[src/cpu_pkg.sv]
`default_nettype none

package cpu_pkg;

   localparam int XLEN       = 32;   // Datapath width
   localparam int NUM_REGS   = 32;   // Architectural registers x0 to x31
   localparam int DMEM_WORDS = 64;   // Data memory depth in words

   typedef logic [XLEN-1:0]               word_t;     // Data, addresses, instructions
   typedef logic [$clog2(NUM_REGS)-1:0]   reg_id_t;   // Register index
   typedef logic [$clog2(DMEM_WORDS)-1:0] dmem_idx_t; // Data memory word index

   localparam word_t NOP_INSTR = 32'h0000_0013;   // ADDI x0,x0,0

   // Major opcodes of the supported subset
   localparam logic [6:0] OP_REG    = 7'b0110011;   // ADD SUB AND OR XOR SLT
   localparam logic [6:0] OP_IMM    = 7'b0010011;   // ADDI
   localparam logic [6:0] OP_LUI    = 7'b0110111;
   localparam logic [6:0] OP_LOAD   = 7'b0000011;   // LW
   localparam logic [6:0] OP_STORE  = 7'b0100011;   // SW
   localparam logic [6:0] OP_BRANCH = 7'b1100011;   // BEQ BNE
   localparam logic [6:0] OP_JAL    = 7'b1101111;

   typedef enum logic [2:0] {
      ALU_ADD,     // Zero value so a cleared control is an add
      ALU_SUB,
      ALU_AND,
      ALU_OR,
      ALU_XOR,
      ALU_SLT,     // Signed less than
      ALU_PASSB    // LUI passes the immediate
   } alu_op_e;

   typedef enum logic [1:0] {
      FWD_NONE,    // Value from the register file
      FWD_EX_MEM,  // Result one stage ahead
      FWD_MEM_WB   // Write-back value
   } fwd_sel_e;

   typedef struct packed {
      alu_op_e alu_op;
      logic    alu_src_imm;   // Operand B from immediate
      logic    reg_write;
      logic    mem_read;
      logic    mem_write;
      logic    is_branch;
      logic    branch_ne;     // BNE when set, BEQ otherwise
      logic    is_jump;
   } control_t;

   typedef struct packed {
      word_t pc;
      word_t instruction;
   } if_id_t;

   typedef struct packed {
      word_t    pc;
      reg_id_t  rs1;
      reg_id_t  rs2;
      reg_id_t  rd;
      word_t    data1;
      word_t    data2;
      word_t    immediate;
      control_t control;
   } id_ex_t;

   typedef struct packed {
      reg_id_t  rd;
      word_t    alu_data;     // Result or memory address
      word_t    store_data;
      control_t control;
   } ex_mem_t;

   typedef struct packed {
      reg_id_t  rd;
      word_t    alu_data;
      word_t    memory_data;
      control_t control;
   } mem_wb_t;

   typedef struct packed {
      logic  valid;   // Taken branch or JAL
      word_t target;
   } redirect_t;

endpackage

`default_nettype wire

[src/mem_stage.sv]
`default_nettype none

module mem_stage (
   input  wire logic              clk,
   input  wire logic              rst_n,
   input  wire cpu_pkg::ex_mem_t  ex_mem,
   output cpu_pkg::mem_wb_t       mem_wb_next
);

   cpu_pkg::word_t     dmem [cpu_pkg::DMEM_WORDS];   // Word-wide data memory
   cpu_pkg::dmem_idx_t idx;

   // Word address with upper bits ignored so the array wraps
   assign idx = ex_mem.alu_data[7:2];

   always_ff @(posedge clk) begin
      if (!rst_n) begin
         for (int i = 0; i < cpu_pkg::DMEM_WORDS; i++) dmem[i] <= '0;   // Zero fill
      end else if (ex_mem.control.mem_write) begin
         dmem[idx] <= ex_mem.store_data;   // SW
      end
   end

   always_comb begin
      mem_wb_next.rd          = ex_mem.rd;
      mem_wb_next.alu_data    = ex_mem.alu_data;
      mem_wb_next.memory_data = dmem[idx];   // Async read for LW
      mem_wb_next.control     = ex_mem.control;
   end

endmodule

`default_nettype wire

[config.mk]
export PLATFORM = sky130hd
export DESIGN_NAME = mem_stage
export DESIGN_NICKNAME = d
export VERILOG_FILES = /design/src/cpu_pkg.sv /design/src/mem_stage.sv
export SDC_FILE = /design/constraint.sdc
export NUM_CORES = 2
export LEC_CHECK = 0
export BUFFER_PORTS_ARGS = -buffer_cell sky130_fd_sc_hd__buf_2
export CAP_MARGIN = 20
export CORE_ASPECT_RATIO = 1.4
export CORE_MARGIN = 10
export CORE_UTILIZATION = 45
export CTS_BUF_LIST = sky130_fd_sc_hd__clkbuf_8
export DETAILED_ROUTE_END_ITERATION = 16
export PLACE_DENSITY = 0.61
export SLEW_MARGIN = 20
export SYNTH_ARGS = -nofsm -noshare
export SYNTH_HDL_FRONTEND = slang
export SYNTH_SLANG_ARGS = --single-unit
export TNS_END_PERCENT = 1
[constraint.sdc]
create_clock -name clk -period 9.96 [get_ports clk]
set_input_delay 1.992 -clock clk [delete_from_list [all_inputs] [get_ports clk]]
set_output_delay 1.992 -clock clk [all_outputs]
set_load 0.05 [all_outputs]
# Yosys cells after proc, flatten, opt, wreduce, memory -nomap -nowiden

Memories as Yosys holds them, arrays and structs flattened.
Index checks and enable logic that the tools add are counted.
Widths: inputs -> output; s select.

Muxes and demuxes: 7
Reduce and logical (&&, ||, !) cells: 1

Operators with widths:

| kind             | number |
|---|---|
| $mux 32          | 1 |
| $reduce_or 32->1 | 1 |
| $mux 6           | 1 |
| $mux 1           | 5 |

Bits in registers: 0
Bits in writable memories: 2048
Memories: 1

Memories:

| memory | words | bits a word | read ports | clocked after Yosys merged registers in | wr ports | line            | RTL |
|---|---|---|---|---|---|---|---|
| dmem   | 64    | 32          | 1          | 0                                       | 64       | mem_stage.sv:10 | `cpu_pkg::word_t dmem [cpu_pkg::DMEM_WORDS];` |

# Depth between registers and ports, before layout

Word-level depth: 5
Mapped depth: 10

# Worst setup path after synthesis

Ideal clock, no wire load.

Kind: input port to output port
From: input port ex_mem[45] (netlist name)
To: output port mem_wb_next[27] (netlist name)
Data arrival time: 4120 ps
Required time: 7968 ps
Path slack: 3848 ps
Cell stages on the path: 9
Path buffers: 4
Cells stage by stage: buf_2 buf_2 buf_2 buf_2 mux2_2 a221oi_1 nor2_1 o21ai_0 nand4_1

RTL lines:

| what            | line           | RTL |
|---|---|---|
| start, declared | mem_stage.sv:6 | `input wire cpu_pkg::ex_mem_t ex_mem,` |
| end, declared   | mem_stage.sv:7 | `output cpu_pkg::mem_wb_t mem_wb_next` |

==> results.json <==
{
  "drv_slew": 0,
  "die_area_sq_um": 227000,
  "netlist.top_cell.by_area": "edfxtp_1",
  "drcViolationCount": 0,
  "hold_buffers": 0,
  "tns_ns": 0,
  "maxSlewHeadroom_pct": 9.20,
  "synthTopCellsByArea": "edfxtp_1 66%, and2_1 14%, a221oi_1 3.9%",
  "synth-seq-area-share_pct": 65.6,
  "power_density_nw_per_um2": 176,
  "path_class": "input pin to primary output",
  "viasPerCell": 6.26,
  "cp.required_ns": 7.97,
  "hold_violations": 0,
  "dp_hpwl_um": 189000,
  "max_freq_mhz": 118,
  "die_w_um": 406,
  "syn-num-nets": 7041,
  "syn_to_final_growth_pct": 9.64,
  "coreArea_sq_um": 208000,
  "largest_reg_flops": 2048,
  "fp-row-count": 198,
  "async_flop_share_pct": 0,
  "io_buffers": 79,
  "clock-sinks": 2048,
  "antenna_found_initial": 17,
  "hp-start": "ex_mem[23]",
  "synth_cells": 6960,
  "wire_per_inst_um": 33.2,
  "grt-ovfl-total": 0,
  "netlist-cell-type-count": 63,
  "worst_slack_ns": 1.47,
  "crit_fanout": 112,
  "status": "finished, final reports clean",
  "critPathLaunch": "ex_mem[46]",
  "numCtsBuffers": 310,
  "post_cts_buffers": 0,
  "grt_start_max_net_pins": 113,
  "finalSetupViolCount": 0,
  "cts_tree": "built",
  "pre_cts_ws_ns": 1.77,
  "period_share_pct": 85.2,
  "holdCritPathClass": "input pin to flip-flop",
  "dr.pass1.iters": 6,
  "cap_violations": 0,
  "synth_edf_count": 2048,
  "num_vias": 60800,
  "layout_min_cycle_time_ns": 8.49,
  "wl_um": 322000,
  "largestRegisters": "dmem: 2048 flops",
  "p_leak_nw": 35.1,
  "gr-usage-all-layers_pct": 27.8,
  "synth_top_cell_area_share_pct": 65.6,
  "avgSynthCellArea_sq_um": 13.5,
  "grt_pass1_wl_um": 455000,
  "clk_path_buf_depth": 4,
  "rsz0062_at_grt": "false",
  "cts_resized": 0,
  "peakVddDrop_v": 0.000173,
  "critPathLaunchType": "input pin",
  "total_power_mw": 18.1,
  "syn_area_sq_um": 93700,
  "nets": 6860,
  "start_util_pct": 45.1,
  "fin_cells": 9706,
  "post-place-cells": 9166,
  "synth_ff_type": "edfxtp_1",
  "drt-initial-drc-count": 7885,
  "io_pins": 160,
  "drive_gt1_share_pct": 15.2,
  "cp.arrival_ns": 6.49,
  "timing.hold.ws_ns": 1.68,
  "htreeDepth": 5,
  "drtAntennaViolNets": 0,
  "gp_congestion": 0.907,
  "largest-register": "dmem",
  "cts_root_buf": "clkbuf_8",
  "yosysWarnings": 0,
  "path_clk_slew_ns": 0.07,
  "synth-seq-cells": 2048,
  "critPathCaptureType": "primary output",
  "die_h_um": 560,
  "grt_pass1_vias": 60300,
  "worst_pin_slew_ns": 1.35
}
-- critical path, stage by stage --
cell       delay, ns
buf_8           0.42
buf_12          0.53
buf_4           0.61
nor3b_1         0.10
o21ai_0         0.65
o2111ai_1       0.22
nor4_1          0.89
nand4_1         0.46
buf_2           0.36
-- placed cells by master, fill, tap and decap left out, types with 71 or more instances in the layout --
cell / count
and2_1: 2049
edfxtp_1: 2048
a221oi_1: 416
clkbuf_8: 316
buf_4: 254
a22oi_1: 157
o21ai_0: 126
mux2_2: 111
inv_1: 99
nand2_1: 98
mux2i_1: 97
nor3b_1: 93
o22ai_1: 91
mux4_2: 84
and3_1: 81
clkinv_1: 76
buf_2: 76
nor3_1: 71
-- power by group --
group	internal, mW	switching, mW
clock	3.00	3.33
sequential	9.91	0.120
combinational	0.416	1.27
-- logic make-up (layout without fill, tap and decap cells) --
group	after synthesis	in the layout	share of synthesized area, %
flops	2048	2048	65.6
buf+inv	844	884	3.74
mux	292	292	4.39
simple gates	2680	2680	17.5
compound gates	1096	1096	8.70
other cells	0	6	0
-- cells in the mapped netlist, drive strengths merged, types with 3 or more instances --
cell	n
and2	2052
edfxtp	2048
clkbuf	626
a221oi	416
buf	215
o21ai	190
a22oi	157
mux2	111
nand2	98
mux2i	97
nor3b	95
nor2	91
o22ai	91
mux4	84
and3	81
nor3	75
nand3b	59
a21oi	48
nand4	32
a31oi	27
nand3	27
nor4	27
a21o	26
o2111ai	26
o221ai	20
a211oi	18
a22o	17
o211ai	15
o22a	15
nor2b	11
nand2b	7
or3b	7
a32oi	6
a221o	5
and3b	5
a2111oi	3
inv	3
o32ai	3
-- stage by stage --
stage | util [%] | instance area (sq um)
after floorplan | - | 93700
after global placement | 46.9 | 97300
after detailed placement | 46.9 | 97400
after CTS | 49.5 | 103000
after global routing | 49.5 | 103000
final | 49.5 | 103000
-- final cells by class --
| class | count | area (sq um) |
|---|---|---|
| multi-input cells | 4068 | 29900 |
| flip-flops and latches | 2048 | 61500 |
| clock buffers | 316 | 4350 |
| clock inverters | 217 | 981 |
| fillers | 17800 | 105000 |
| diodes | 6 | 15.0 |
| well taps | 2700 | 3380 |
| repair buffers | 348 | 2610 |
| inverters | 3 | 18.8 |
-- final timing paths --
kind | to | depth (start not counted)
setup / recovery | mem_wb_next[37] | 9
hold / removal | dmem[21][13] | 2
-- per-layer routing --
layer,track usage (%),up-vias,share of wire (%)
li1,-,25400,-
met1,33.8,31000,36
met2,44.5,3546,47
met3,5.93,818,9.8
met4,18.2,6,7.7
met5,0,-,0.011
No activity file was read; power rests on OpenSTA's default activity.
