[config.mk]
export PLATFORM = sky130hd
export DESIGN_NAME = fetch_stage
export DESIGN_NICKNAME = d
export VERILOG_FILES = /design/src/cpu_pkg.sv /design/src/fetch_stage.sv
export SDC_FILE = /design/constraint.sdc
export NUM_CORES = 1
export LEC_CHECK = 0
export BUFFER_PORTS_ARGS = -buffer_cell sky130_fd_sc_hd__buf_2
export CAP_MARGIN = 5
export CORE_ASPECT_RATIO = 0.9
export CORE_MARGIN = 3
export CORE_UTILIZATION = 52
export CTS_BUF_LIST = sky130_fd_sc_hd__clkbuf_4
export CTS_CLUSTER_SIZE = 20
export DETAILED_ROUTE_END_ITERATION = 16
export GPL_TIMING_DRIVEN = 0
export PLACE_DENSITY_LB_ADDON = 0.15
export SLEW_MARGIN = 20
export SYNTH_ARGS = -nofsm -noshare
export SYNTH_HDL_FRONTEND = slang
export SYNTH_SLANG_ARGS = --single-unit
[constraint.sdc]
create_clock -name clk -period 2.4 [get_ports clk]
set_clock_uncertainty 0.15 [all_clocks]
set_input_delay 0.72 -clock clk [delete_from_list [all_inputs] [get_ports clk]]
set_output_delay 0.72 -clock clk [all_outputs]
set_load 0.01 [all_outputs]
[src/cpu_pkg.sv]
`default_nettype none

package cpu_pkg;

   localparam int XLEN       = 32;   // Datapath width
   localparam int NUM_REGS   = 32;   // Architectural registers x0 to x31
   localparam int DMEM_WORDS = 64;   // Data memory depth in words

   typedef logic [XLEN-1:0]               word_t;     // Data, addresses, instructions
   typedef logic [$clog2(NUM_REGS)-1:0]   reg_id_t;   // Register index
   typedef logic [$clog2(DMEM_WORDS)-1:0] dmem_idx_t; // Data memory word index

   localparam word_t NOP_INSTR = 32'h0000_0013;   // ADDI x0,x0,0

   // Major opcodes of the supported subset
   localparam logic [6:0] OP_REG    = 7'b0110011;   // ADD SUB AND OR XOR SLT
   localparam logic [6:0] OP_IMM    = 7'b0010011;   // ADDI
   localparam logic [6:0] OP_LUI    = 7'b0110111;
   localparam logic [6:0] OP_LOAD   = 7'b0000011;   // LW
   localparam logic [6:0] OP_STORE  = 7'b0100011;   // SW
   localparam logic [6:0] OP_BRANCH = 7'b1100011;   // BEQ BNE
   localparam logic [6:0] OP_JAL    = 7'b1101111;

   typedef enum logic [2:0] {
      ALU_ADD,     // Zero value so a cleared control is an add
      ALU_SUB,
      ALU_AND,
      ALU_OR,
      ALU_XOR,
      ALU_SLT,     // Signed less than
      ALU_PASSB    // LUI passes the immediate
   } alu_op_e;

   typedef enum logic [1:0] {
      FWD_NONE,    // Value from the register file
      FWD_EX_MEM,  // Result one stage ahead
      FWD_MEM_WB   // Write-back value
   } fwd_sel_e;

   typedef struct packed {
      alu_op_e alu_op;
      logic    alu_src_imm;   // Operand B from immediate
      logic    reg_write;
      logic    mem_read;
      logic    mem_write;
      logic    is_branch;
      logic    branch_ne;     // BNE when set, BEQ otherwise
      logic    is_jump;
   } control_t;

   typedef struct packed {
      word_t pc;
      word_t instruction;
   } if_id_t;

   typedef struct packed {
      word_t    pc;
      reg_id_t  rs1;
      reg_id_t  rs2;
      reg_id_t  rd;
      word_t    data1;
      word_t    data2;
      word_t    immediate;
      control_t control;
   } id_ex_t;

   typedef struct packed {
      reg_id_t  rd;
      word_t    alu_data;     // Result or memory address
      word_t    store_data;
      control_t control;
   } ex_mem_t;

   typedef struct packed {
      reg_id_t  rd;
      word_t    alu_data;
      word_t    memory_data;
      control_t control;
   } mem_wb_t;

   typedef struct packed {
      logic  valid;   // Taken branch or JAL
      word_t target;
   } redirect_t;

endpackage

`default_nettype wire

[src/fetch_stage.sv]
`default_nettype none

module fetch_stage (
   input  wire logic                clk,
   input  wire logic                rst_n,
   input  wire logic                pc_stall,   // Load-use hold
   input  wire cpu_pkg::redirect_t  redirect,   // From execute
   output cpu_pkg::word_t           pc          // Also the instruction memory address
);

   cpu_pkg::word_t pc_q;   // Current fetch address

   always_ff @(posedge clk) begin
      if (!rst_n) begin
         pc_q <= '0;                         // Boot at address zero
      end else if (redirect.valid) begin
         pc_q <= redirect.target;            // Redirect beats increment
      end else if (!pc_stall) begin
         pc_q <= pc_q + cpu_pkg::word_t'(4); // Sequential fetch
      end
   end

   // Held during reset too since the register is cleared every cycle
   assign pc = pc_q;

endmodule

`default_nettype wire

# Word-level counts from Yosys, hierarchy flattened

Cells that the tools add are included.

Memory bits (writable): 0
Logic and storage cells: 5
Bits in latches: 0
Memories: 0
ROM bits: 0
Register bits after elaboration: 32

Equality and inequality tests: 1
Multipliers: 0
Divide/modulo/power cells: 0
Reductions and logical operators: 0
Bitwise gates (word level): 0
$add $sub $neg: 1
Multiplexer cells: 2
Shifts and indexed selects: 0
Order comparisons: 0

Operators with widths:

| cell                                                                     | count |
|---|---|
| 32-bit 2-to-1 mux                                                        | 2 |
| 32-bit by 3-bit adder with 32-bit output (second input constant)         | 1 |
| 2-bit by 1-bit inequality test with 1-bit output (second input constant) | 1 |

# Logic depth before layout (Yosys ltp)

Depth in word-level cells: 3
Gate-level depth with buffers: 5

# Least setup slack after synthesis

OpenSTA, ideal clock, no wires.

Path type: flip-flop to flip-flop
Start point: register pc_q[2], in the netlist pc[2]
End point: register pc_q[28], in the netlist pc[28]
Data required time: 2.176 ns
Arrival time: 1.853 ns
Path slack: 0.323 ns
Stages on the path, launching flop included: 6
Clock period less this slack: 2.077 ns
Cells stage by stage: dfxtp_1 ha_1 nand2_8 or4b_1 or4_1 a31oi_1

Word-level cells in the longest chain between the ends: 3

RTL lines:

| what                                     | RTL line          | text |
|---|---|---|
| start: declaration                       | fetch_stage.sv:11 | `cpu_pkg::word_t pc_q;` |
| start signal: assignment                 | fetch_stage.sv:17 | `pc_q <= redirect.target;` |
| start signal: assignment                 | fetch_stage.sv:19 | `pc_q <= pc_q + cpu_pkg::word_t'(4);` |
| 32-bit by 3-bit adder with 32-bit output | fetch_stage.sv:19 |  |
| 32-bit 2-to-1 mux                        | fetch_stage.sv:18 | `end else if (!pc_stall) begin` |
| 32-bit 2-to-1 mux                        | fetch_stage.sv:16 | `end else if (redirect.valid) begin` |

No other way between the ends. The select of a mux whose other input is x is not followed.
A chain may end at the register's enable or synchronous reset.

# Worst setup path in the final report

Start point: register pc_q[2], in the netlist pc[2]
End point: register pc_q[18], in the netlist pc[18]

The elaborated chain is that of the path after synthesis.

==> flow_metrics.tcl <==
set metrics [dict create \
    status "complete, no violations" \
    critical_path.cell_chain "ha_1 -> nand2b_1 -> nor3_1 -> a211oi_1 -> nor3b_1" \
    fin_crit_ns 2.23 \
    power_frac_seq_pct 53.2 \
    main_combinational_cell_family_by_area_after_synthesis "simple AND/OR/NAND/NOR gates" \
    n_antenna_cell 0 \
    min_delay_path_depth 2 \
    synth_adder_area_share_pct 0.638 \
    grtUsageMet1_pct 34.4 \
    max_slew.worst_pin.slew_ns 0.735 \
    cts-htree-levels 2 \
    pwr-share-clk_pct 28.1 \
    peakVddDrop_uv 449 \
    combinationalPowerShare_pct 18.6 \
    max-cap-violations 0 \
    final-max-slew-violation-count 0 \
    routed_wire_length_per_instance_um 16.1 \
    r2r_cells 5 \
    antenna_found_initial 0 \
    drt_pass1_iterations 4 \
    drcViolationCount 0 \
    min_period_over_period_pct 93.1 \
    hold_path_class "reg -> reg" \
    grt_pass1_wl_mm 9.24 \
    post_cts.repair.setup_buffers 0 \
    synth-async-reset-ratio_pct 0 \
    grt_use_met3_pct 4.87 \
    critPathArrivalTime_ns 2.36 \
    post_detailed_placement_half_perimeter_wirelength_mm 4.13 \
    maxClockFrequency_mhz 448 \
    maximum_number_of_pins_on_one_net_before_global_route_repair 11 \
    number_of_clock_buffers_inserted_by_tritoncts 5 \
    crit-reg2reg-launch "pc[2]" \
    cts.sinks 32 \
    top_level_ports 68 \
    largest_register_ffs 32 \
    cts_tree "done" \
    power.switching_fraction_pct 30.9 \
    numPortBuffers 67 \
    met2_usage_pct 39.6 \
    floorplan.initialDensity_pct 56.0 \
    powerDensity_nw_per_um2 485 \
    worstPathRequired_ns 2.52 \
    post_route_cells_drive_above_1_share_pct 28.3 \
    synth_flop_cell "dfxtp_1" \
    die_y_um 64.3 \
    layout.core_utilization_pct 68.7 \
    synthesis.instances 232 \
    grt_setup_unrepaired "false" \
    syn_area_um2 1960 \
    cts_repair_resize_count 0 \
    internal_reg_to_reg_setup_slack_ns 0.17 \
    count_of_flip_flops_with_a_built_in_enable_after_synthesis 0 \
    synth-compound-area-share_pct 22.2 \
    synth.lib_cells_used.distinct 51 \
    grt.total_usage_pct 25.4 \
    holdCritStartpoint "pc[1]" \
    synth_simple_gate_area_share_pct 34.0 \
    dieWidth_um 70.7 \
    vias 2136 \
    wl_mm 5.66 \
    crit_buf_inv 0 \
    antenna_violating_nets_post_route 0 \
    cell_internal_pwr_uw 807 \
    overflow 0 \
    synth-warning-count 0 \
    layout-area-overhead-vs-synth_pct 22.8 \
    worst_setup_path_start_kind "register" \
    end_kind "register" \
    design_area_um2 2410 \
    leakage_uw 0.00100 \
    cts_max_path_buffers 2 \
    clk_pin_slew_worst_paths_ns 0.10 \
    setup_viol 0 \
    cp_top_family "simple AND/OR/NAND/NOR gates" \
    finalNetCount 343 \
    slowest_delay_ns 0.56 \
    critical_path.max_fanout 7 \
    die_ar_um2 4540 \
    post-place-cells 343 \
    synth_sequential_area_ratio_pct 32.7 \
    worst_path_max_delay_cell "nor3_1" \
    timing.setup.tns_ns 0 \
    worst_hold_path.endpoint "pc[1]" \
    synth.net_count 269 \
    gp_congestion 0.831 \
    synth-xor-area-share_pct 4.02 \
    hold-worst-slack_ns 0.377 \
    synthTopCellsByArea "dfxtp_1 33%, o21ai_0 6.6%, nand2_1 4.8%" \
    instances_no_fill 351 \
    gr-max-usage-layer "met2" \
    hold_viol_final 0 \
    average_vias_per_placed_instance 6.09 \
    yosys_register_bits 32 \
    synth.mux.area_fraction_pct 1.53 \
    avgSynthCellArea_um2 8.45 \
    grt_pass1_vias 1940 \
    criticalPathCategory "reg -> reg" \
    clk_latency_ns 0.35 \
    placed_cell_area_um2 2350 \
    net-switching-power_uw 360 \
    core.rowCount 20 \
    cts_hold_repair.buffers 0 \
    synth_area_leader_cell "dfxtp_1" \
    detail_route.iter0.violations 175 \
    clock_tree.root_cell "clkbuf_4" \
    synth_top_cell_area_share_pct 32.7 \
    design.core.area_um2 3500 \
    slew_headroom_pct 50.9 \
    worstReg2RegEnd "pc[18]" \
]
[synthesized netlist by cell type, drive strengths merged, types with 5 or more instances]
| cell | n |
|---|---|
| a211oi | 5 |
| nor3b | 5 |
| a21oi | 5 |
| xor2 | 6 |
| nor2 | 5 |
| nand2 | 26 |
| a31oi | 7 |
| nor3 | 5 |
| nand3 | 6 |
| dfxtp | 32 |
| o211a | 6 |
| o21ai | 26 |
| nor2b | 5 |
| or3 | 5 |
| buf | 5 |
| clkbuf | 9 |
| and4 | 5 |
| nand4 | 17 |
[power by group through the flow]
stage          logic [µW]  registers [µW]  clock network, µW
2_1_floorplan         106             640                  0
3_3_place_gp          213             631                  0
3_5_place_dp          216             632                  0
4_1_cts               217             620                324
5_1_grt               240             630                350
6_report              217             621                328
[routing by layer]
layer	wire length (µm)	vias to the layer above
li1	-	1042
met1	2510	992
met2	2620	92
met3	435	10
met4	95	0
met5	0	-
[how the worst max path moves through the flow]
stage                   from  endpoint  slack, ns  cells past startpoint
floorplan              pc[2]    pc[28]       0.32                      5
global placement    pc_stall    pc[23]        0.1                      6
detailed placement  pc_stall    pc[19]       0.08                      6
CTS                    pc[2]    pc[18]       0.22                      5
global route           pc[2]    pc[18]       0.02                      5
finish                 pc[2]    pc[18]       0.17                      5
[cells by family (layout without fill, tap and decap cells)]
group | Yosys count | count (layout)
multiplexers | 3 | 3
buffers and inverters | 15 | 90
AND/OR/NAND/NOR | 107 | 107
XOR/XNOR | 9 | 9
AO/OA/AOI/OAI | 65 | 65
flip-flops | 32 | 32
adder cells (fa/ha/maj) | 1 | 1
[worst register-to-register path, cell delays in order (launching register included)]
cell and delay, ns:
dfxtp_1 0.48, ha_1 0.38, nand2b_1 0.21, nor3_1 0.56
a211oi_1 0.18, nor3b_1 0.21
[final cells by class]
cell class | count | area, µm²
flip-flops and latches | 32 | 641
well taps | 44 | 55.1
plain buffers | 14 | 92.6
repair buffers | 67 | 335
multi-input cells | 185 | 1220
inverters | 1 | 3.75
clock inverters | 1 | 3.75
fillers | 315 | 1100
clock buffers | 7 | 52.6
[stage by stage]
step	setup slack [ns]	power [µW]
4_1_cts	0.224	1160
3_5_place_dp	0.0834	849
3_3_place_gp	0.0954	844
5_1_grt	0.0237	1220
6_report	0.166	1170
2_1_floorplan	0.323	746
[cell usage in the layout, fill, tap and decap left out, types with 2 or more instances in the layout]
cell type,instances
a211oi_1,5
o211a_1,6
clkbuf_4,7
dfxtp_1,32
nor4_1,3
clkbuf_1,8
or2_0,2
a31oi_1,7
nor2b_1,5
buf_6,4
nand2_1,25
o211ai_1,2
a21oi_1,5
nor3b_1,5
o21ai_0,26
nand2b_1,2
nand3_1,6
and2_1,3
nand4_1,15
o2111a_1,2
nor3_1,5
mux2i_1,3
a211o_1,2
xor2_1,6
or3_1,5
xnor2_1,3
o31ai_1,4
and4_1,4
nand4b_1,3
nand3b_1,2
nand4_2,2
buf_2,67
or4_1,4
nor2_1,5
o31a_1,2
a41oi_1,2
No activity file was read; power rests on OpenSTA's default activity.
