$ cat src/cpu_pkg.sv
`default_nettype none

package cpu_pkg;

   localparam int XLEN       = 32;   // Datapath width
   localparam int NUM_REGS   = 32;   // Architectural registers x0 to x31
   localparam int DMEM_WORDS = 64;   // Data memory depth in words

   typedef logic [XLEN-1:0]               word_t;     // Data, addresses, instructions
   typedef logic [$clog2(NUM_REGS)-1:0]   reg_id_t;   // Register index
   typedef logic [$clog2(DMEM_WORDS)-1:0] dmem_idx_t; // Data memory word index

   localparam word_t NOP_INSTR = 32'h0000_0013;   // ADDI x0,x0,0

   // Major opcodes of the supported subset
   localparam logic [6:0] OP_REG    = 7'b0110011;   // ADD SUB AND OR XOR SLT
   localparam logic [6:0] OP_IMM    = 7'b0010011;   // ADDI
   localparam logic [6:0] OP_LUI    = 7'b0110111;
   localparam logic [6:0] OP_LOAD   = 7'b0000011;   // LW
   localparam logic [6:0] OP_STORE  = 7'b0100011;   // SW
   localparam logic [6:0] OP_BRANCH = 7'b1100011;   // BEQ BNE
   localparam logic [6:0] OP_JAL    = 7'b1101111;

   typedef enum logic [2:0] {
      ALU_ADD,     // Zero value so a cleared control is an add
      ALU_SUB,
      ALU_AND,
      ALU_OR,
      ALU_XOR,
      ALU_SLT,     // Signed less than
      ALU_PASSB    // LUI passes the immediate
   } alu_op_e;

   typedef enum logic [1:0] {
      FWD_NONE,    // Value from the register file
      FWD_EX_MEM,  // Result one stage ahead
      FWD_MEM_WB   // Write-back value
   } fwd_sel_e;

   typedef struct packed {
      alu_op_e alu_op;
      logic    alu_src_imm;   // Operand B from immediate
      logic    reg_write;
      logic    mem_read;
      logic    mem_write;
      logic    is_branch;
      logic    branch_ne;     // BNE when set, BEQ otherwise
      logic    is_jump;
   } control_t;

   typedef struct packed {
      word_t pc;
      word_t instruction;
   } if_id_t;

   typedef struct packed {
      word_t    pc;
      reg_id_t  rs1;
      reg_id_t  rs2;
      reg_id_t  rd;
      word_t    data1;
      word_t    data2;
      word_t    immediate;
      control_t control;
   } id_ex_t;

   typedef struct packed {
      reg_id_t  rd;
      word_t    alu_data;     // Result or memory address
      word_t    store_data;
      control_t control;
   } ex_mem_t;

   typedef struct packed {
      reg_id_t  rd;
      word_t    alu_data;
      word_t    memory_data;
      control_t control;
   } mem_wb_t;

   typedef struct packed {
      logic  valid;   // Taken branch or JAL
      word_t target;
   } redirect_t;

endpackage

`default_nettype wire

$ cat src/decode_stage.sv
`default_nettype none

module decode_stage (
   input  wire logic              clk,
   input  wire logic              rst_n,
   input  wire cpu_pkg::if_id_t   if_id,
   input  wire logic              wb_en,       // Write-back strobe
   input  wire cpu_pkg::reg_id_t  wb_rd,
   input  wire cpu_pkg::word_t    wb_data,
   output cpu_pkg::id_ex_t        id_ex_next
);

   cpu_pkg::word_t    regs [cpu_pkg::NUM_REGS];   // Register file
   cpu_pkg::word_t    instr;
   logic [6:0]        opcode;
   logic [2:0]        funct3;
   logic              funct7_b5;                  // SUB select
   cpu_pkg::reg_id_t  rs1;
   cpu_pkg::reg_id_t  rs2;
   cpu_pkg::control_t ctrl;
   cpu_pkg::word_t    imm;

   assign instr     = if_id.instruction;
   assign opcode    = instr[6:0];
   assign funct3    = instr[14:12];
   assign funct7_b5 = instr[30];
   assign rs1       = instr[19:15];
   assign rs2       = instr[24:20];

   // Read port with same-cycle write bypass
   function automatic cpu_pkg::word_t rf_read(cpu_pkg::reg_id_t idx, logic en,
                                              cpu_pkg::reg_id_t wr_idx,
                                              cpu_pkg::word_t wr_val,
                                              cpu_pkg::word_t stored);
      if (idx == '0) return '0;                 // x0 hardwired
      if (en && wr_idx == idx) return wr_val;   // Write-through
      return stored;
   endfunction

   always_comb begin : decode
      ctrl = '0;   // Unknown opcode stays a NOP
      imm  = '0;
      case (opcode)
         cpu_pkg::OP_REG: begin
            ctrl.reg_write = 1'b1;
            case (funct3)
               3'b000: begin
                  if (funct7_b5) ctrl.alu_op = cpu_pkg::ALU_SUB;
                  else           ctrl.alu_op = cpu_pkg::ALU_ADD;
               end
               3'b111:  ctrl.alu_op = cpu_pkg::ALU_AND;
               3'b110:  ctrl.alu_op = cpu_pkg::ALU_OR;
               3'b100:  ctrl.alu_op = cpu_pkg::ALU_XOR;
               3'b010:  ctrl.alu_op = cpu_pkg::ALU_SLT;
               default: ctrl.reg_write = 1'b0;   // Unsupported R-type
            endcase
         end
         cpu_pkg::OP_IMM: begin
            imm              = {{20{instr[31]}}, instr[31:20]};   // I-type
            ctrl.alu_src_imm = (funct3 == 3'b000);                // ADDI only
            ctrl.reg_write   = (funct3 == 3'b000);
         end
         cpu_pkg::OP_LUI: begin
            imm              = {instr[31:12], 12'b0};             // U-type
            ctrl.alu_op      = cpu_pkg::ALU_PASSB;
            ctrl.alu_src_imm = 1'b1;
            ctrl.reg_write   = 1'b1;
         end
         cpu_pkg::OP_LOAD: begin
            imm              = {{20{instr[31]}}, instr[31:20]};
            ctrl.alu_src_imm = (funct3 == 3'b010);                // LW only
            ctrl.reg_write   = (funct3 == 3'b010);
            ctrl.mem_read    = (funct3 == 3'b010);
         end
         cpu_pkg::OP_STORE: begin
            imm              = {{20{instr[31]}}, instr[31:25], instr[11:7]};   // S-type
            ctrl.alu_src_imm = (funct3 == 3'b010);                // SW only
            ctrl.mem_write   = (funct3 == 3'b010);
         end
         cpu_pkg::OP_BRANCH: begin
            imm            = {{19{instr[31]}}, instr[31], instr[7], instr[30:25],
                              instr[11:8], 1'b0};                 // B-type
            ctrl.is_branch = (funct3[2:1] == 2'b00);              // BEQ or BNE
            ctrl.branch_ne = (funct3[2:1] == 2'b00) && funct3[0];
         end
         cpu_pkg::OP_JAL: begin
            imm            = {{11{instr[31]}}, instr[31], instr[19:12], instr[20],
                              instr[30:21], 1'b0};                // J-type
            ctrl.is_jump   = 1'b1;
            ctrl.reg_write = 1'b1;                                // Link register
         end
         default: ;
      endcase
   end

   always_ff @(posedge clk) begin
      if (!rst_n) begin
         for (int i = 0; i < cpu_pkg::NUM_REGS; i++) regs[i] <= '0;   // Clean start
      end else if (wb_en && wb_rd != '0) begin
         regs[wb_rd] <= wb_data;
      end
   end

   always_comb begin
      id_ex_next.pc        = if_id.pc;
      id_ex_next.rs1       = rs1;
      id_ex_next.rs2       = rs2;
      id_ex_next.rd        = instr[11:7];
      id_ex_next.data1     = rf_read(rs1, wb_en, wb_rd, wb_data, regs[rs1]);
      id_ex_next.data2     = rf_read(rs2, wb_en, wb_rd, wb_data, regs[rs2]);
      id_ex_next.immediate = imm;
      id_ex_next.control   = ctrl;
   end

endmodule

`default_nettype wire

$ cat config.mk
export PLATFORM = sky130hd
export DESIGN_NAME = decode_stage
export DESIGN_NICKNAME = d
export VERILOG_FILES = /design/src/cpu_pkg.sv /design/src/decode_stage.sv
export SDC_FILE = /design/constraint.sdc
export NUM_CORES = 2
export LEC_CHECK = 0
export ABC_AREA = 0
export BUFFER_PORTS_ARGS = -buffer_cell sky130_fd_sc_hd__buf_4
export CAP_MARGIN = 10
export CORE_ASPECT_RATIO = 1.2
export CORE_UTILIZATION = 53
export CTS_CLUSTER_SIZE = 28
export DETAILED_ROUTE_END_ITERATION = 12
export PLACE_DENSITY_LB_ADDON = 0.3
export SETUP_SLACK_MARGIN = 0.5
export SLEW_MARGIN = 20
export SYNTH_ARGS = -nofsm -noshare
export SYNTH_HDL_FRONTEND = slang
export SYNTH_SLANG_ARGS = --single-unit
$ cat constraint.sdc
create_clock -name clk -period 4.26 [get_ports clk]
set_input_delay 0.213 -clock clk [delete_from_list [all_inputs] [get_ports clk]]
set_output_delay 0.213 -clock clk [all_outputs]
set_load 0.05 [all_outputs]
== Yosys cells after proc, flatten, opt, wreduce, memory -nomap -nowiden ==
Memories as Yosys holds them, arrays and structs flattened.
Cells that the tools add are included.

* Bits in registers: 0
* RAM bits: 1024
* Input bits: 104
* Output and inout bits: 153
* Memories kept: 1

* Equal/unequal tests: 13
* Mux-type cells: 32
* Reduce and logical (&&, ||, !) cells: 14

{| class="wikitable"
|+ Memories
! name !! depth !! width !! rd ports !! clocked after Yosys merged registers in !! wr ports !! RTL line !! text
|-
| regs || 32 || 32 || 2 || 0 || 32 || decode_stage.sv:13 || <nowiki>cpu_pkg::word_t regs [cpu_pkg::NUM_REGS];</nowiki>
|}

{| class="wikitable"
|+ Operators with widths
! cell !! count
|-
| 2-to-1 mux 32 bit || 9
|-
| one-hot mux 32 bit (5 select lines) || 1
|-
| OR reduction 32 bit || 1
|-
| == test 7 x 6 -> 1 bit, second input constant || 3
|-
| 2-to-1 mux 1 bit || 16
|-
| one-hot mux 3 bit (5 select lines) || 1
|-
| == test 7 bit, second input constant || 2
|-
| == test 5 bit || 2
|-
| logical NOT 5 bit || 2
|-
| == test 3 bit, second input constant || 3
|-
| == test 7 x 2 -> 1 bit, second input constant || 1
|-
| == test 7 x 5 -> 1 bit, second input constant || 1
|-
| one-hot mux 3 bit (2 select lines) || 1
|-
| OR reduction 2 bit || 3
|-
| 2-to-1 mux 5 bit || 1
|-
| nonzero test 5 bit || 1
|-
| OR reduction 5 bit || 1
|-
| logical AND 1 bit || 4
|-
| one-hot mux 1 bit (4 select lines) || 1
|-
| == test 3 x 2 -> 1 bit, second input constant || 1
|-
| logical NOT 3 bit || 1
|-
| one-hot mux 1 bit (3 select lines) || 1
|-
| logical NOT 2 bit || 1
|-
| 2-to-1 mux 2 bit || 1
|}

== Longest topological paths before layout ==
* Word-level depth: 7
* Depth in mapped cells: 9

== Worst setup path before layout ==
Ideal clock, no wire load.

* Path type: input -> register
* Start: input wb_rd[0]
* End: memory regs[13][0] in the netlist's numbering, enable pin
* Arrival time: 3.366 ns
* Setup slack: 0.428 ns
* Stages: 5
* Path buffers: 2
* Cells stage by stage: buf_2 > nor2b_1 > nand3_1 > clkbuf_1 > o21ai_0

{| class="wikitable"
|+ RTL lines
! item !! RTL line !! text
|-
| from (decl) || decode_stage.sv:8 || <nowiki>input wire cpu_pkg::reg_id_t wb_rd,</nowiki>
|-
| to (decl) || decode_stage.sv:13 ||
|}

==> impl_metrics.env <==
export IMPL_drive_gt1_share_pct=24.3
export IMPL_cts_buffers=105
export IMPL_whs_ps=46.8
export IMPL_synth_compound_area_share_pct=6.87
export IMPL_seq_area_frac_synth_pct=54.7
export IMPL_ctsHoldBuffers=0
export IMPL_maxSlewViolCount=0
export IMPL_yosys_area_share_simple_pct=12.9
export IMPL_die_h_um=359
export IMPL_setup_worst_path_end_class="output pin"
export IMPL_syn_area_um2=56200
export IMPL_pin_count=257
export IMPL_synth_warnings=0
export IMPL_cts_buffer_depth=3
export IMPL_cts_resized=0
export IMPL_critPathBufInv=2
export IMPL_crit_path_max_fanout=2
export IMPL_h_tree_depth=3
export IMPL_cts_sinks=1024
export IMPL_yosys_area_top_type="edfxtp_1"
export IMPL_synth_top_family_by_area="multiplexers"
export IMPL_status="completed"
export IMPL_drt_iter0_drc=6959
export IMPL_cts_root_buf="clkbuf_16"
export IMPL_critPathKind="flop to output pin"
export IMPL_arrival_ps=3180
export IMPL_required_ps=4050
export IMPL_largestRegisters="regs: 1024 flops"
export IMPL_final_hold_viol_count=0
export IMPL_cts_tree="done"
export IMPL_drc=0
export IMPL_crit_family="compound AO/OA/AOI/OAI gates"
export IMPL_post_route_util_pct=60.3
export IMPL_min_period_ps=3390
export IMPL_wl_mm=209
export IMPL_routabilityCongestion=0.939
export IMPL_top_register="regs"
export IMPL_setup_viol=0
export IMPL_grt_start_max_net_pins=95
export IMPL_fin_setup_tns_ps=0
export IMPL_coreArea_um2=105000
export IMPL_initial_core_util_pct=53.6
export IMPL_viasPerCell=7.31
export IMPL_cp_cell_sequence="mux4_2, and3b_1, a2111oi_0, buf_4, o31ai_1, buf_4"
export IMPL_synthArstFlopShare_pct=0
export IMPL_die_area_um2=107000
export IMPL_netlist_instances=3999
export IMPL_period_share_pct=79.6
export IMPL_synth_edf_count=1024
export IMPL_ant_nets=0
export IMPL_synth_area_leaders="edfxtp_1 55%, mux4_2 15%, and2_1 10%"
export IMPL_rsz0062_at_grt="no"
export IMPL_area_growth_pct=12.5
export IMPL_avgSynthCellArea_um2=14.1
export IMPL_io_buffers=192
export IMPL_fillers=7852
export IMPL_yosys_cell_types_count=54
export IMPL_die_x_um=299
export IMPL_fmax_mhz=295
export IMPL_hpwl_mm=127
export IMPL_synthAdderAreaFrac_pct=0
export IMPL_power_density_nw_per_um2=396
export IMPL_wl_per_cell_um=37.9
export IMPL_synth_top_area_share_pct=54.7
export IMPL_grt_pass1_wl_mm=291
export IMPL_worstMarginPinSlew_ps=1300
export IMPL_rows=130
export IMPL_setup_worst_path_start_class="flop"
export IMPL_synth_xor_area_share_pct=0.187
export IMPL_cts_setup_buffers=0
export IMPL_slowest_stage="o31ai_1"
export IMPL_clk_pin_slew_ps=70
export IMPL_crit_top_cell="buf_4"
export IMPL_relSlewSlack_pct=12.3
export IMPL_overflow=0
export IMPL_final_nets=4145
export IMPL_grt_pass1_vias=39000
export IMPL_grt_usage_pct=38.6
export IMPL_p_leak_uw=0.0229
export IMPL_ir_drop_v=0.000409
export IMPL_dr_total_vias=40300
export IMPL_synth_ff_type="edfxtp_1"
export IMPL_cpPeakStageDelay_ps=1050
export IMPL_ys_ff_latch=1024
export IMPL_antenna_found_initial=15
export IMPL_synthMuxAreaShare_pct=21.2
export IMPL_max_cap_violations=0
export IMPL_firstDrtPassIters=6
export IMPL_hold_class="input pin to flop"
export IMPL_largest_register_ffs=1024
cell usage in the layout (no fill, tap or decap), types with 8 or more instances in the layout:
| master | instances |
|---|---|
| o221ai_1 | 24 |
| a221oi_1 | 62 |
| buf_12 | 41 |
| o21ai_0 | 75 |
| nor2_1 | 43 |
| clkinv_2 | 19 |
| a21o_1 | 19 |
| clkbuf_16 | 108 |
| a22o_1 | 10 |
| mux4_2 | 371 |
| edfxtp_1 | 1024 |
| a21oi_1 | 79 |
| xnor2_1 | 12 |
| clkbuf_1 | 13 |
| a221o_1 | 52 |
| a211oi_1 | 39 |
| nor2b_1 | 10 |
| clkinv_1 | 29 |
| bufinv_16 | 11 |
| a22oi_1 | 56 |
| a211o_1 | 18 |
| mux2_2 | 22 |
| and3_1 | 66 |
| mux2i_1 | 333 |
| nor2_4 | 29 |
| nand2_1 | 63 |
| nand3_1 | 11 |
| conb_1 | 32 |
| o22ai_1 | 26 |
| buf_4 | 335 |
| and2_1 | 939 |
| nor3_1 | 21 |
| o21ai_4 | 29 |
| a32o_1 | 25 |
| diode_2 | 8 |
stage by stage:
step | cell area [µm²] | cells | worst slack (ps) | total power [µW]
after floorplan | 56400 | 4030 | 428 | 14400
after global placement | 59800 | 5318 | 1020 | 15700
after detailed placement | 59800 | 5319 | 1020 | 15800
after CTS | 63200 | 5504 | 911 | 24900
after global routing | 63200 | 5506 | 799 | 25500
final | 63300 | 5513 | 868 | 25000
final cells by class:
class	instances	area, µm²	area share, %
Clock buffer	121	2750	4.35
Multi-Input combinational cell	2522	23900	37.8
Clock inverter	64	611	0.965
Tap cell	1386	1730	2.74
Inverter	5	20.0	0.0316
Sequential cell	1024	30700	48.6
Timing Repair Buffer	383	3460	5.47
Antenna cell	8	20.0	0.0316
synthesized netlist by cell type (2+ instances only):
| master | n |
|---|---|
| a2111oi_0 | 3 |
| a211o_1 | 18 |
| a211oi_1 | 39 |
| a21o_1 | 21 |
| a21oi_1 | 79 |
| a221o_1 | 52 |
| a221oi_1 | 62 |
| a22o_1 | 10 |
| a22oi_1 | 56 |
| a32o_1 | 25 |
| and2_1 | 941 |
| and3_1 | 67 |
| and3b_1 | 4 |
| buf_1 | 16 |
| buf_2 | 65 |
| buf_4 | 98 |
| buf_6 | 5 |
| clkbuf_1 | 293 |
| edfxtp_1 | 1024 |
| inv_1 | 3 |
| mux2_2 | 22 |
| mux2i_1 | 333 |
| mux4_2 | 371 |
| nand2_1 | 63 |
| nand2b_1 | 3 |
| nand3_1 | 11 |
| nand3b_1 | 3 |
| nand4_1 | 4 |
| nor2_1 | 72 |
| nor2b_1 | 15 |
| nor3_1 | 24 |
| nor4_1 | 3 |
| o211ai_1 | 5 |
| o21ai_0 | 102 |
| o21ai_1 | 2 |
| o221ai_1 | 24 |
| o22ai_1 | 26 |
| o31ai_1 | 4 |
| or3_1 | 3 |
| or3b_2 | 3 |
| xnor2_1 | 12 |
report_power, final:
| part | switching, µW | total (µW) | internal [µW] | leakage [µW] |
|---|---|---|---|---|
| registers | 319 | 12000 | 11600 | 0.00975 |
| clock network | 4050 | 9310 | 5260 | 0.00165 |
| logic | 2400 | 3760 | 1360 | 0.0115 |
metal layers:
metal / track usage [%] / part of all wire [%] / up-vias
met5: 0.943 / 0.093 / -
met4: 25.3 / 7.7 / 8
met3: 11.6 / 16 / 905
met2: 56.8 / 44 / 4031
met1: 49.6 / 33 / 19900
li1: - / - / 15400
worst paths after layout:
| check | start | end | slack [ps] | depth (start not counted) |
|---|---|---|---|---|
| worst max-delay path | regs[11][11] | id_ex_next[53] | 870 | 6 |
| worst min-delay path | wb_data[4] | regs[9][4] | 50 | 2 |
cell families (layout without fill, tap and decap cells):
family / Yosys count / after routing
buffers and inverters: 484 / 573
other: 1 / 40
flip-flops: 1024 / 1024
AO/OA/AOI/OAI: 534 / 534
XOR/XNOR: 12 / 12
multiplexers: 726 / 726
AND/OR/NAND/NOR: 1218 / 1218
No activity file was read; power rests on OpenSTA's default activity.
