===== config.mk =====
export PLATFORM = sky130hd
export DESIGN_NAME = execute_stage
export DESIGN_NICKNAME = d
export VERILOG_FILES = /design/src/cpu_pkg.sv /design/src/execute_stage.sv
export SDC_FILE = /design/constraint.sdc
export NUM_CORES = 1
export LEC_CHECK = 0
export ABC_AREA = 1
export BUFFER_PORTS_ARGS = -buffer_cell sky130_fd_sc_hd__buf_4
export CORE_UTILIZATION = 56
export DETAILED_ROUTE_END_ITERATION = 8
export GPL_ROUTABILITY_DRIVEN = 0
export PLACE_DENSITY = 0.85
export SETUP_SLACK_MARGIN = 0.5
export SYNTH_ARGS = -nofsm -noshare
export SYNTH_HDL_FRONTEND = slang
export SYNTH_SLANG_ARGS = --single-unit

===== constraint.sdc =====
create_clock -name vclk -period 4.1
set_input_delay 0.41 -clock vclk [all_inputs]
set_output_delay 0.41 -clock vclk [all_outputs]
set_load 0.01 [all_outputs]

===== src/cpu_pkg.sv =====
`default_nettype none

package cpu_pkg;

   localparam int XLEN       = 32;   // Datapath width
   localparam int NUM_REGS   = 32;   // Architectural registers x0 to x31
   localparam int DMEM_WORDS = 64;   // Data memory depth in words

   typedef logic [XLEN-1:0]               word_t;     // Data, addresses, instructions
   typedef logic [$clog2(NUM_REGS)-1:0]   reg_id_t;   // Register index
   typedef logic [$clog2(DMEM_WORDS)-1:0] dmem_idx_t; // Data memory word index

   localparam word_t NOP_INSTR = 32'h0000_0013;   // ADDI x0,x0,0

   // Major opcodes of the supported subset
   localparam logic [6:0] OP_REG    = 7'b0110011;   // ADD SUB AND OR XOR SLT
   localparam logic [6:0] OP_IMM    = 7'b0010011;   // ADDI
   localparam logic [6:0] OP_LUI    = 7'b0110111;
   localparam logic [6:0] OP_LOAD   = 7'b0000011;   // LW
   localparam logic [6:0] OP_STORE  = 7'b0100011;   // SW
   localparam logic [6:0] OP_BRANCH = 7'b1100011;   // BEQ BNE
   localparam logic [6:0] OP_JAL    = 7'b1101111;

   typedef enum logic [2:0] {
      ALU_ADD,     // Zero value so a cleared control is an add
      ALU_SUB,
      ALU_AND,
      ALU_OR,
      ALU_XOR,
      ALU_SLT,     // Signed less than
      ALU_PASSB    // LUI passes the immediate
   } alu_op_e;

   typedef enum logic [1:0] {
      FWD_NONE,    // Value from the register file
      FWD_EX_MEM,  // Result one stage ahead
      FWD_MEM_WB   // Write-back value
   } fwd_sel_e;

   typedef struct packed {
      alu_op_e alu_op;
      logic    alu_src_imm;   // Operand B from immediate
      logic    reg_write;
      logic    mem_read;
      logic    mem_write;
      logic    is_branch;
      logic    branch_ne;     // BNE when set, BEQ otherwise
      logic    is_jump;
   } control_t;

   typedef struct packed {
      word_t pc;
      word_t instruction;
   } if_id_t;

   typedef struct packed {
      word_t    pc;
      reg_id_t  rs1;
      reg_id_t  rs2;
      reg_id_t  rd;
      word_t    data1;
      word_t    data2;
      word_t    immediate;
      control_t control;
   } id_ex_t;

   typedef struct packed {
      reg_id_t  rd;
      word_t    alu_data;     // Result or memory address
      word_t    store_data;
      control_t control;
   } ex_mem_t;

   typedef struct packed {
      reg_id_t  rd;
      word_t    alu_data;
      word_t    memory_data;
      control_t control;
   } mem_wb_t;

   typedef struct packed {
      logic  valid;   // Taken branch or JAL
      word_t target;
   } redirect_t;

endpackage

`default_nettype wire


===== src/execute_stage.sv =====
`default_nettype none

module execute_stage (
   input  wire cpu_pkg::id_ex_t    id_ex,
   input  wire cpu_pkg::fwd_sel_e  fwd_sel_rs1,
   input  wire cpu_pkg::fwd_sel_e  fwd_sel_rs2,
   input  wire cpu_pkg::word_t     ex_mem_alu,    // EX/MEM result
   input  wire cpu_pkg::word_t     wb_result,     // Write-back value
   output cpu_pkg::ex_mem_t        ex_mem_next,
   output cpu_pkg::redirect_t      redirect
);

   cpu_pkg::word_t op_a;       // Forwarded rs1
   cpu_pkg::word_t op_b_reg;   // Forwarded rs2
   cpu_pkg::word_t op_b;       // ALU operand B
   cpu_pkg::word_t alu_y;
   cpu_pkg::word_t link_pc;    // Return address for JAL
   logic           equal;
   logic           taken;

   function automatic cpu_pkg::word_t fwd_mux(cpu_pkg::fwd_sel_e sel,
                                              cpu_pkg::word_t reg_val,
                                              cpu_pkg::word_t from_ex_mem,
                                              cpu_pkg::word_t from_mem_wb);
      case (sel)
         cpu_pkg::FWD_EX_MEM: return from_ex_mem;
         cpu_pkg::FWD_MEM_WB: return from_mem_wb;
         default:             return reg_val;
      endcase
   endfunction

   assign op_a     = fwd_mux(fwd_sel_rs1, id_ex.data1, ex_mem_alu, wb_result);
   assign op_b_reg = fwd_mux(fwd_sel_rs2, id_ex.data2, ex_mem_alu, wb_result);
   assign op_b     = id_ex.control.alu_src_imm ? id_ex.immediate : op_b_reg;
   assign link_pc  = id_ex.pc + cpu_pkg::word_t'(4);

   always_comb begin : alu
      case (id_ex.control.alu_op)
         cpu_pkg::ALU_ADD:   alu_y = op_a + op_b;
         cpu_pkg::ALU_SUB:   alu_y = op_a - op_b;
         cpu_pkg::ALU_AND:   alu_y = op_a & op_b;
         cpu_pkg::ALU_OR:    alu_y = op_a | op_b;
         cpu_pkg::ALU_XOR:   alu_y = op_a ^ op_b;
         cpu_pkg::ALU_SLT:   alu_y = {31'b0, $signed(op_a) < $signed(op_b)};
         cpu_pkg::ALU_PASSB: alu_y = op_b;
         default:            alu_y = op_a + op_b;
      endcase
   end

   // Branch compare uses register operands and never the immediate
   assign equal = (op_a == op_b_reg);
   assign taken = id_ex.control.is_branch && (equal != id_ex.control.branch_ne);

   assign redirect.valid  = taken || id_ex.control.is_jump;   // Static not-taken miss
   assign redirect.target = id_ex.pc + id_ex.immediate;       // PC relative

   always_comb begin
      ex_mem_next.rd         = id_ex.rd;
      ex_mem_next.alu_data   = id_ex.control.is_jump ? link_pc : alu_y;
      ex_mem_next.store_data = op_b_reg;                      // SW data
      ex_mem_next.control    = id_ex.control;
   end

endmodule

`default_nettype wire


==> results of run 1 <==
## per-stage QoR
stage / hold WS [ns] / TNS (ns) / setup WS [ns] / cells
2_1_floorplan: 0.9118 / 0 / 0.7038 / 2304
3_5_place_dp: 0.8201 / -0.01764 / -0.01764 / 2913
4_1_cts: 0.8201 / 0 / 0.3540 / 2951
3_3_place_gp: 0.8201 / 0 / 0.07503 / 2913
## metal layers
layer / GRT usage / GRT overflow
met1: 0.8118 / 4
met2: 0.9722 / 67
met3: 0.7216 / 3
met4: 0.8115 / 45
met5: 0.2523 / 0
## repair_timing
item	4_1_cts
pin swaps	72
resized for setup	315
hold buffers	0
cloned	6
buffers inserted	32
endpoints found under the setup margin	31
## cell families after synthesis
group           share of synthesized area
xor+xnor                          0.04973
simple gates                       0.4729
buf+inv                            0.1541
compound gates                     0.1760
fa+ha+maj                          0.1472
==> out/results.txt, run 1 <==
Worst EP Category: top-level output
Row cnt: 52
Hpwl dp: 45370 µm
Post-place instance area: 0.01483 mm²
Synth Area per Inst: 5.046 µm²
Synth cell types: 50
Syn Inst Count: 2304
Stopped at: global routing
Post-Synthesis Net Count: 2660
Largest net degree at the start of global routing: 55
Initial Util: 0.5727
Gr ovfl total: 119
Ports: 333
Synth Warn #: 0
Cell Area, Synth: 0.01162 mm²
Die Y: 146.1 µm
# port buffers: 307
Status: aborted with a tool error
Gr usage total: 0.8208
Synth area leader: nand2_1
Post-GRT worst EP: ex_mem_next[70]
Seq/Total Area, Yosys: 0
Top-area cell type share of the netlist area: 0.2538
Chip width: 146.1 µm
Synth area leaders: nand2_1 (25%), ha_1 (14%), inv_1 (9.8%), nand3_1 (8.6%), nor2_1 (6.4%)
Top post-synthesis cells by count: nand2_1 (786), inv_1 (303), nand3_1 (199)
Run Error: [ERROR GRT-0232] Routing congestion too high. Check the congestion heatmap in the GUI.
Top-count cell post-synth: nand2_1
==> run 2, diff against run 1 <==
Settings changed: CORE_UTILIZATION 56 to 40, PLACE_DENSITY 0.85 to default, PLACE_DENSITY_LB_ADDON from default to 0.15, SETUP_SLACK_MARGIN 0.5 to default.
==> run 2 against run 1 <==
Net effect: the run now ends clean; synthesized cell count unchanged; synthesized area unchanged.
==> out/results.txt, run 2 <==
Status: completed
Vias in the first global route: 15430
Cell Area, Synth: 0.01162 mm²
Crit. End Element: output pin
Internal power: 1629 µW
Average routed wire per standard cell: 18.66 µm
First-pass GRT wire length: 85050 µm
Worst hold path endpoint: ex_mem_next[78]
DR vias: 17000
Synth area leaders: nand2_1 (25%), ha_1 (14%), inv_1 (9.8%), nand3_1 (8.6%), nor2_1 (6.4%)
Worst Path Required: 3.69 ns
Leak: 0.008842 µW
Combinational group share of total power: 1.000
FFs & Latches: 0
Crit-path leading delay family: simple AND/OR/NAND/NOR gates
Hpwl dp: 48890 µm
Core Util, Final: 0.5685
Gr usage total: 0.3745
MaxCap Viol Count: 0
Least-Margin Pin Slew: 0.9058 ns
Most common cell after layout, fill and taps aside: nand2_1
Total power: 4005 µW
DRT iter0 DRCs: 1881
Clock share of power: 0
Hold path cells: 0
Synth cell types: 50
Syn Inst Count: 2304
Top post-synthesis cells by count: nand2_1 (786), inv_1 (303), nand3_1 (199)
Crit path cell chain: buf_4, inv_1, ha_4, inv_8, clkbuf_16, or2_1, nand2_1, nand2_1, o21ai_4, inv_2, ha_1, inv_1, buf_4, nand2_1, nand2_1, nand2_1, nand3b_1, buf_4, or2_2, nand3_1, o211ai_1, o21ai_1, o21ai_0, buf_4
Antenna viol nets, final: 0
CP Data Arrival Time: 3.61 ns
Crit-path max FO: 11
Post-Synthesis Net Count: 2660
Largest net degree at the start of global routing: 55
Row cnt: 62
Max-slew violations: 0
Routed wire length: 57910 µm
Type of the most critical hold path: in -> out
# port buffers: 307
Fin. Hold Viols: 0
Initial Util: 0.4061
Post-layout minimum cycle time: 4.016 ns
Core Area: 0.02863 mm²
Top-area cell type share of the netlist area: 0.2538
Top-count cell post-synth: nand2_1
Synth Area per Inst: 5.046 µm²
Seq/Total Area, Yosys: 0
Crit-path max cell delay: 0.31 ns
Chip width: 172.5 µm
Fmax: 249.0 MHz
Worst Path Buf+Inv: 9
Ports: 333
Sequential share of power: 0
Hold wc startpoint: id_ex[110]
PD cells: 246.1 mW/mm²
Setup_tns: 0 ns
Nature of the critical path startpoint: input port
Worst VDD drop: 127.7 µV
Vias per cell: 5.478
Final Cycle Share: 0.9796
Router iterations before antenna repair: 8
Slowest-stage cell, CP: ha_1
Initial antenna violation count: 0
Synth area leader: nand2_1
Final setup violating endpoints: 0
Switching share of power: 0.5933
Slew HR: 0.3955
Drt drc: 0
Clock buffers: 0
Fin nets: 3077
P_sw: 2377 µW
Most Frequent Cell on Critical Path: nand2_1
Die Area: 0.02975 mm²
Reg area: 0 µm²
Setup CP Type: in -> out
Die Y: 172.5 µm
Synth Warn #: 0
Gr ovfl total: 0
Layout cells sized above 1: 0.2692
Antenna cells: 0
Commonest cells after routing, fill and taps aside: nand2_1 (763), buf_4 (492), inv_1 (301)
Area Overhead vs Synth: 40.00%
run 2: cell counts after synthesis:
No cell type changed its count.
run 2: through the flow:
step                      setup WS [ns]  cells  cell area [µm²]  hold WS (ns)
after global placement        -0.003664   3092            15480        0.8201
after global routing           -0.02891   3103            16270        0.8200
final                           0.08359   3103            16270        0.8200
after detailed placement       -0.08284   3092            15480        0.8201
after CTS                      0.005929   3092            15500        0.8201
after floorplan                  0.7038   2304            11620        0.9118
run 2: what timing repair did:
item / in CTS / in global routing
gates resized for setup: 9 / 173
pin swaps: 2 / 16
gates cloned: 0 / 3
endpoints found under the hold margin: 0 / 0
hold buffers: 0 / 0
endpoints found under the setup margin: 11 / 28
buffers inserted: 0 / 8
run 2: power groups by stage:
stage / Combinational [µW] / Sequential, µW / Clock, µW
floorplan: 2030 / 0 / 0
global placement: 3550 / 0 / 0
detailed placement: 3590 / 0 / 0
CTS: 3610 / 0 / 0
global route: 4320 / 0 / 0
finish: 4010 / 0 / 0
run 2: how the worst max path moves through the flow:
stage / startpoint / endpoint / slack (ns) / depth (start not counted)
6_report: fwd_sel_rs2[0] / ex_mem_next[47] / 0.08 / 24
5_1_grt: fwd_sel_rs2[0] / ex_mem_next[64] / -0.03 / 26
4_1_cts: fwd_sel_rs2[0] / ex_mem_next[72] / 0.006 / 24
3_5_place_dp: fwd_sel_rs2[0] / ex_mem_next[64] / -0.08 / 23
3_3_place_gp: fwd_sel_rs1[0] / ex_mem_next[66] / -0.004 / 22
2_1_floorplan: fwd_sel_rs2[0] / ex_mem_next[51] / 0.70 / 20
run 2: layer usage:
layer	part of all wire	wire length, µm	track usage
met1	0.40	22900	0.4888
met2	0.45	25810	0.6180
met3	0.13	7334	0.08766
met4	0.032	1863	0.08619
met5	0	0	0
run 2: final cells by class:
cell class	count	area [µm²]
timing repair buffer	508	3980
inverter	349	1318
tap	384	480.5
multi-input combinational	1862	10500
fill	2931	12350
run 2: logic make-up after synthesis:
logic type | after synthesis | share of synthesized area
and+or+nand+nor | 1308 | 0.4729
AOI/OAI and AO/OA | 353 | 0.1760
adders and majority gates | 135 | 0.1472
xor gates and xnor gates | 66 | 0.04973
buffers and inverters | 442 | 0.1541
No activity file was read; power rests on OpenSTA's default activity.
==> run 3, diff against run 2 <==
Settings changed: ABC_AREA 1 to default.
==> run 3 against run 2 <==
Net effect: the run now ends with setup timing left; sequential share of layout area unchanged; utilization up 15 points; setup slack worse by 0.64 ns; total power rose by 7.8%; critical endpoint is now ex_mem_next[68]; die area decreased by 14%; sequential cell count stayed put; routed wire length up 3.6%; non-clock buffer count increased by 278; synthesized cell count fell by 31%; via count down 4.7%.
==> out/results.txt, run 3 <==
Synth Area per Inst: 6.300 µm²
Synth cell types: 88
Top post-synthesis cells by count: a21oi_1 (215), nor2_1 (194), inv_1 (145)
Post-layout minimum cycle time: 4.659 ns
Initial antenna violation count: 3
Drt drc: 0
Router iterations before antenna repair: 7
Average routed wire per standard cell: 23.20 µm
Initial Util: 0.4097
Finished Layout Cells: 2587
Failing checks: setup timing
Layout cells sized above 1: 0.4699
Top-count cell post-synth: a21oi_1
Final setup violating endpoints: 27
Total power: 4317 µW
Setup slack at placement: -0.8456 ns
Ports: 333
Met2 Usage GRT: 0.6611
Leak: 0.008376 µW
Cell Area, Synth: 0.009992 mm²
Row cnt: 57
Type of the most critical hold path: in -> out
M1 GR Usage: 0.5601
Post-Synthesis Net Count: 1942
Nature of the critical path startpoint: input port
Least-Margin Pin Slew: 0.7379 ns
Switching share of power: 0.5242
RSZ-0062 raised after global routing: true
Crit-path max FO: 7
Top-area cell type share of the netlist area: 0.1653
Antenna viol nets, final: 0
Clock buffers: 0
Area Overhead vs Synth: 76.26%
Vias per cell: 6.262
Multi-input gate area: 0.01047 mm²
Chip width: 160.1 µm
PD cells: 245.1 mW/mm²
Fin nets: 2618
DRT iter0 DRCs: 2217
Largest net degree at the start of global routing: 49
First-pass GRT wire length: 86550 µm
FFs & Latches: 0
Routed wire length: 60020 µm
Internal power: 2054 µW
Most common cell after layout, fill and taps aside: buf_4
Fmax: 214.6 MHz
Worst VDD drop: 138.2 µV
Reg area: 0 µm²
Seq/Total Area, Yosys: 0
CP Data Arrival Time: 4.25 ns
Hold Slack: 0.8200 ns
Hpwl dp: 45650 µm
Vias in the first global route: 15120
Status: finished with violations
P_sw: 2263 µW
Gr usage total: 0.4312
DR vias: 16200
Gr ovfl total: 0
Combinational group share of total power: 1.000
Cells after DPL: 2523
Fin. Hold Viols: 0
Synth Warn #: 0
Final Cycle Share: 1.136
Worst Path Required: 3.69 ns
Max-slew violations: 0
Die Area: 0.02562 mm²
Die Y: 160.1 µm
MaxCap Viol Count: 0
Crit. End Element: output pin
# fillers: 1890
Synth area leaders: ha_1 (17%), a21oi_1 (11%), nor2_1 (7.3%), xnor2_1 (7.2%), inv_1 (5.4%)
Setup ws final: -0.5592 ns
Sequential share of power: 0
Synth area leader: ha_1
Commonest cells after routing, fill and taps aside: buf_4 (735), nor2_1 (177), a21oi_1 (150)
Clock share of power: 0
Met3 Resource Use GR: 0.1179
# port buffers: 307
Setup CP Type: in -> out
GRT busiest layer: met2
Core Area: 0.02439 mm²
Syn Inst Count: 1586
Slew HR: 0.5081
-- run 3: changes by cell type after synthesis, sizes merged, moves of 17 or more --
cell and change:
o22ai -17, nand2 -689, xnor2 +55, clkbuf +43, inv -202, a221oi +22
or2 -46, a21oi +90, nand3 -171, a21o +31, a22oi +68, buf -24
-- run 3: cell families (layout without fill, tap and decap cells) --
group,Yosys count,count (layout),synth area share
compound gates,618,618,0.4063
simple gates,449,449,0.2049
buf+inv,260,934,0.1073
fa+ha+maj,136,136,0.1723
xor+xnor,115,115,0.1008
mux,8,8,0.008390
other cells,0,3,0
-- run 3: power by group through the flow --
stage	Combinational [µW]	Clock [µW]	Sequential, µW
floorplan	1720	0	0
global placement	3390	0	0
detailed placement	3440	0	0
CTS	3930	0	0
global route	4500	0.0000979	0
finish	4320	0.0000979	0
-- run 3: layout make-up --
cell class	instances	share of cell area
tap	324	0.02302
timing repair buffer	786	0.3500
antenna	3	0.0004263
multi-input combinational	1326	0.5947
inverter	148	0.03183
-- run 3: per-stage QoR --
step	util	TNS (ns)	cell area [µm²]
detailed placement	0.6337	-12.97	15460
floorplan	-	0	10130
global placement	0.6337	-11.37	15460
finish	0.7221	-9.443	17610
global route	0.7221	-12.00	17610
CTS	0.6986	-4.364	17040
-- run 3: what timing repair did --
action | 4_1_cts | 5_1_grt
pin swaps | 112 | 58
setup buffers | 40 | 22
gates resized for setup | 276 | 98
setup endpoints to repair | 29 | 29
hold buffers | 0 | 0
gates cloned | 1 | 0
-- run 3: worst paths after layout --
path | from | end | slack, ns | cells after the start
worst min-delay path | id_ex[3] | ex_mem_next[3] | 0.82 | 0
worst max-delay path | fwd_sel_rs2[0] | ex_mem_next[68] | -0.56 | 24
-- run 3: worst max-delay path, cell delays in order --
cell and delay (ns):
buf_8 0.10, buf_12 0.11, inv_6 0.04, ha_4 0.21
buf_12 0.14, buf_4 0.15, nor2_2 0.15, a21oi_2 0.08
o21ai_2 0.24, ha_4 0.26, buf_4 0.16, buf_6 0.13
or3_1 0.31, o211ai_1 0.11, buf_4 0.16, a21oi_4 0.06
o2111ai_2 0.25, buf_4 0.17, buf_4 0.12, o31ai_2 0.07
a221oi_2 0.43, buf_4 0.20, a21oi_4 0.03, buf_6 0.13
-- run 3: metal layers --
metal	vias up	wire length, µm
li1	7089	-
met1	7379	22290
met2	1402	25180
met3	329	8774
met4	0	3781
met5	-	0
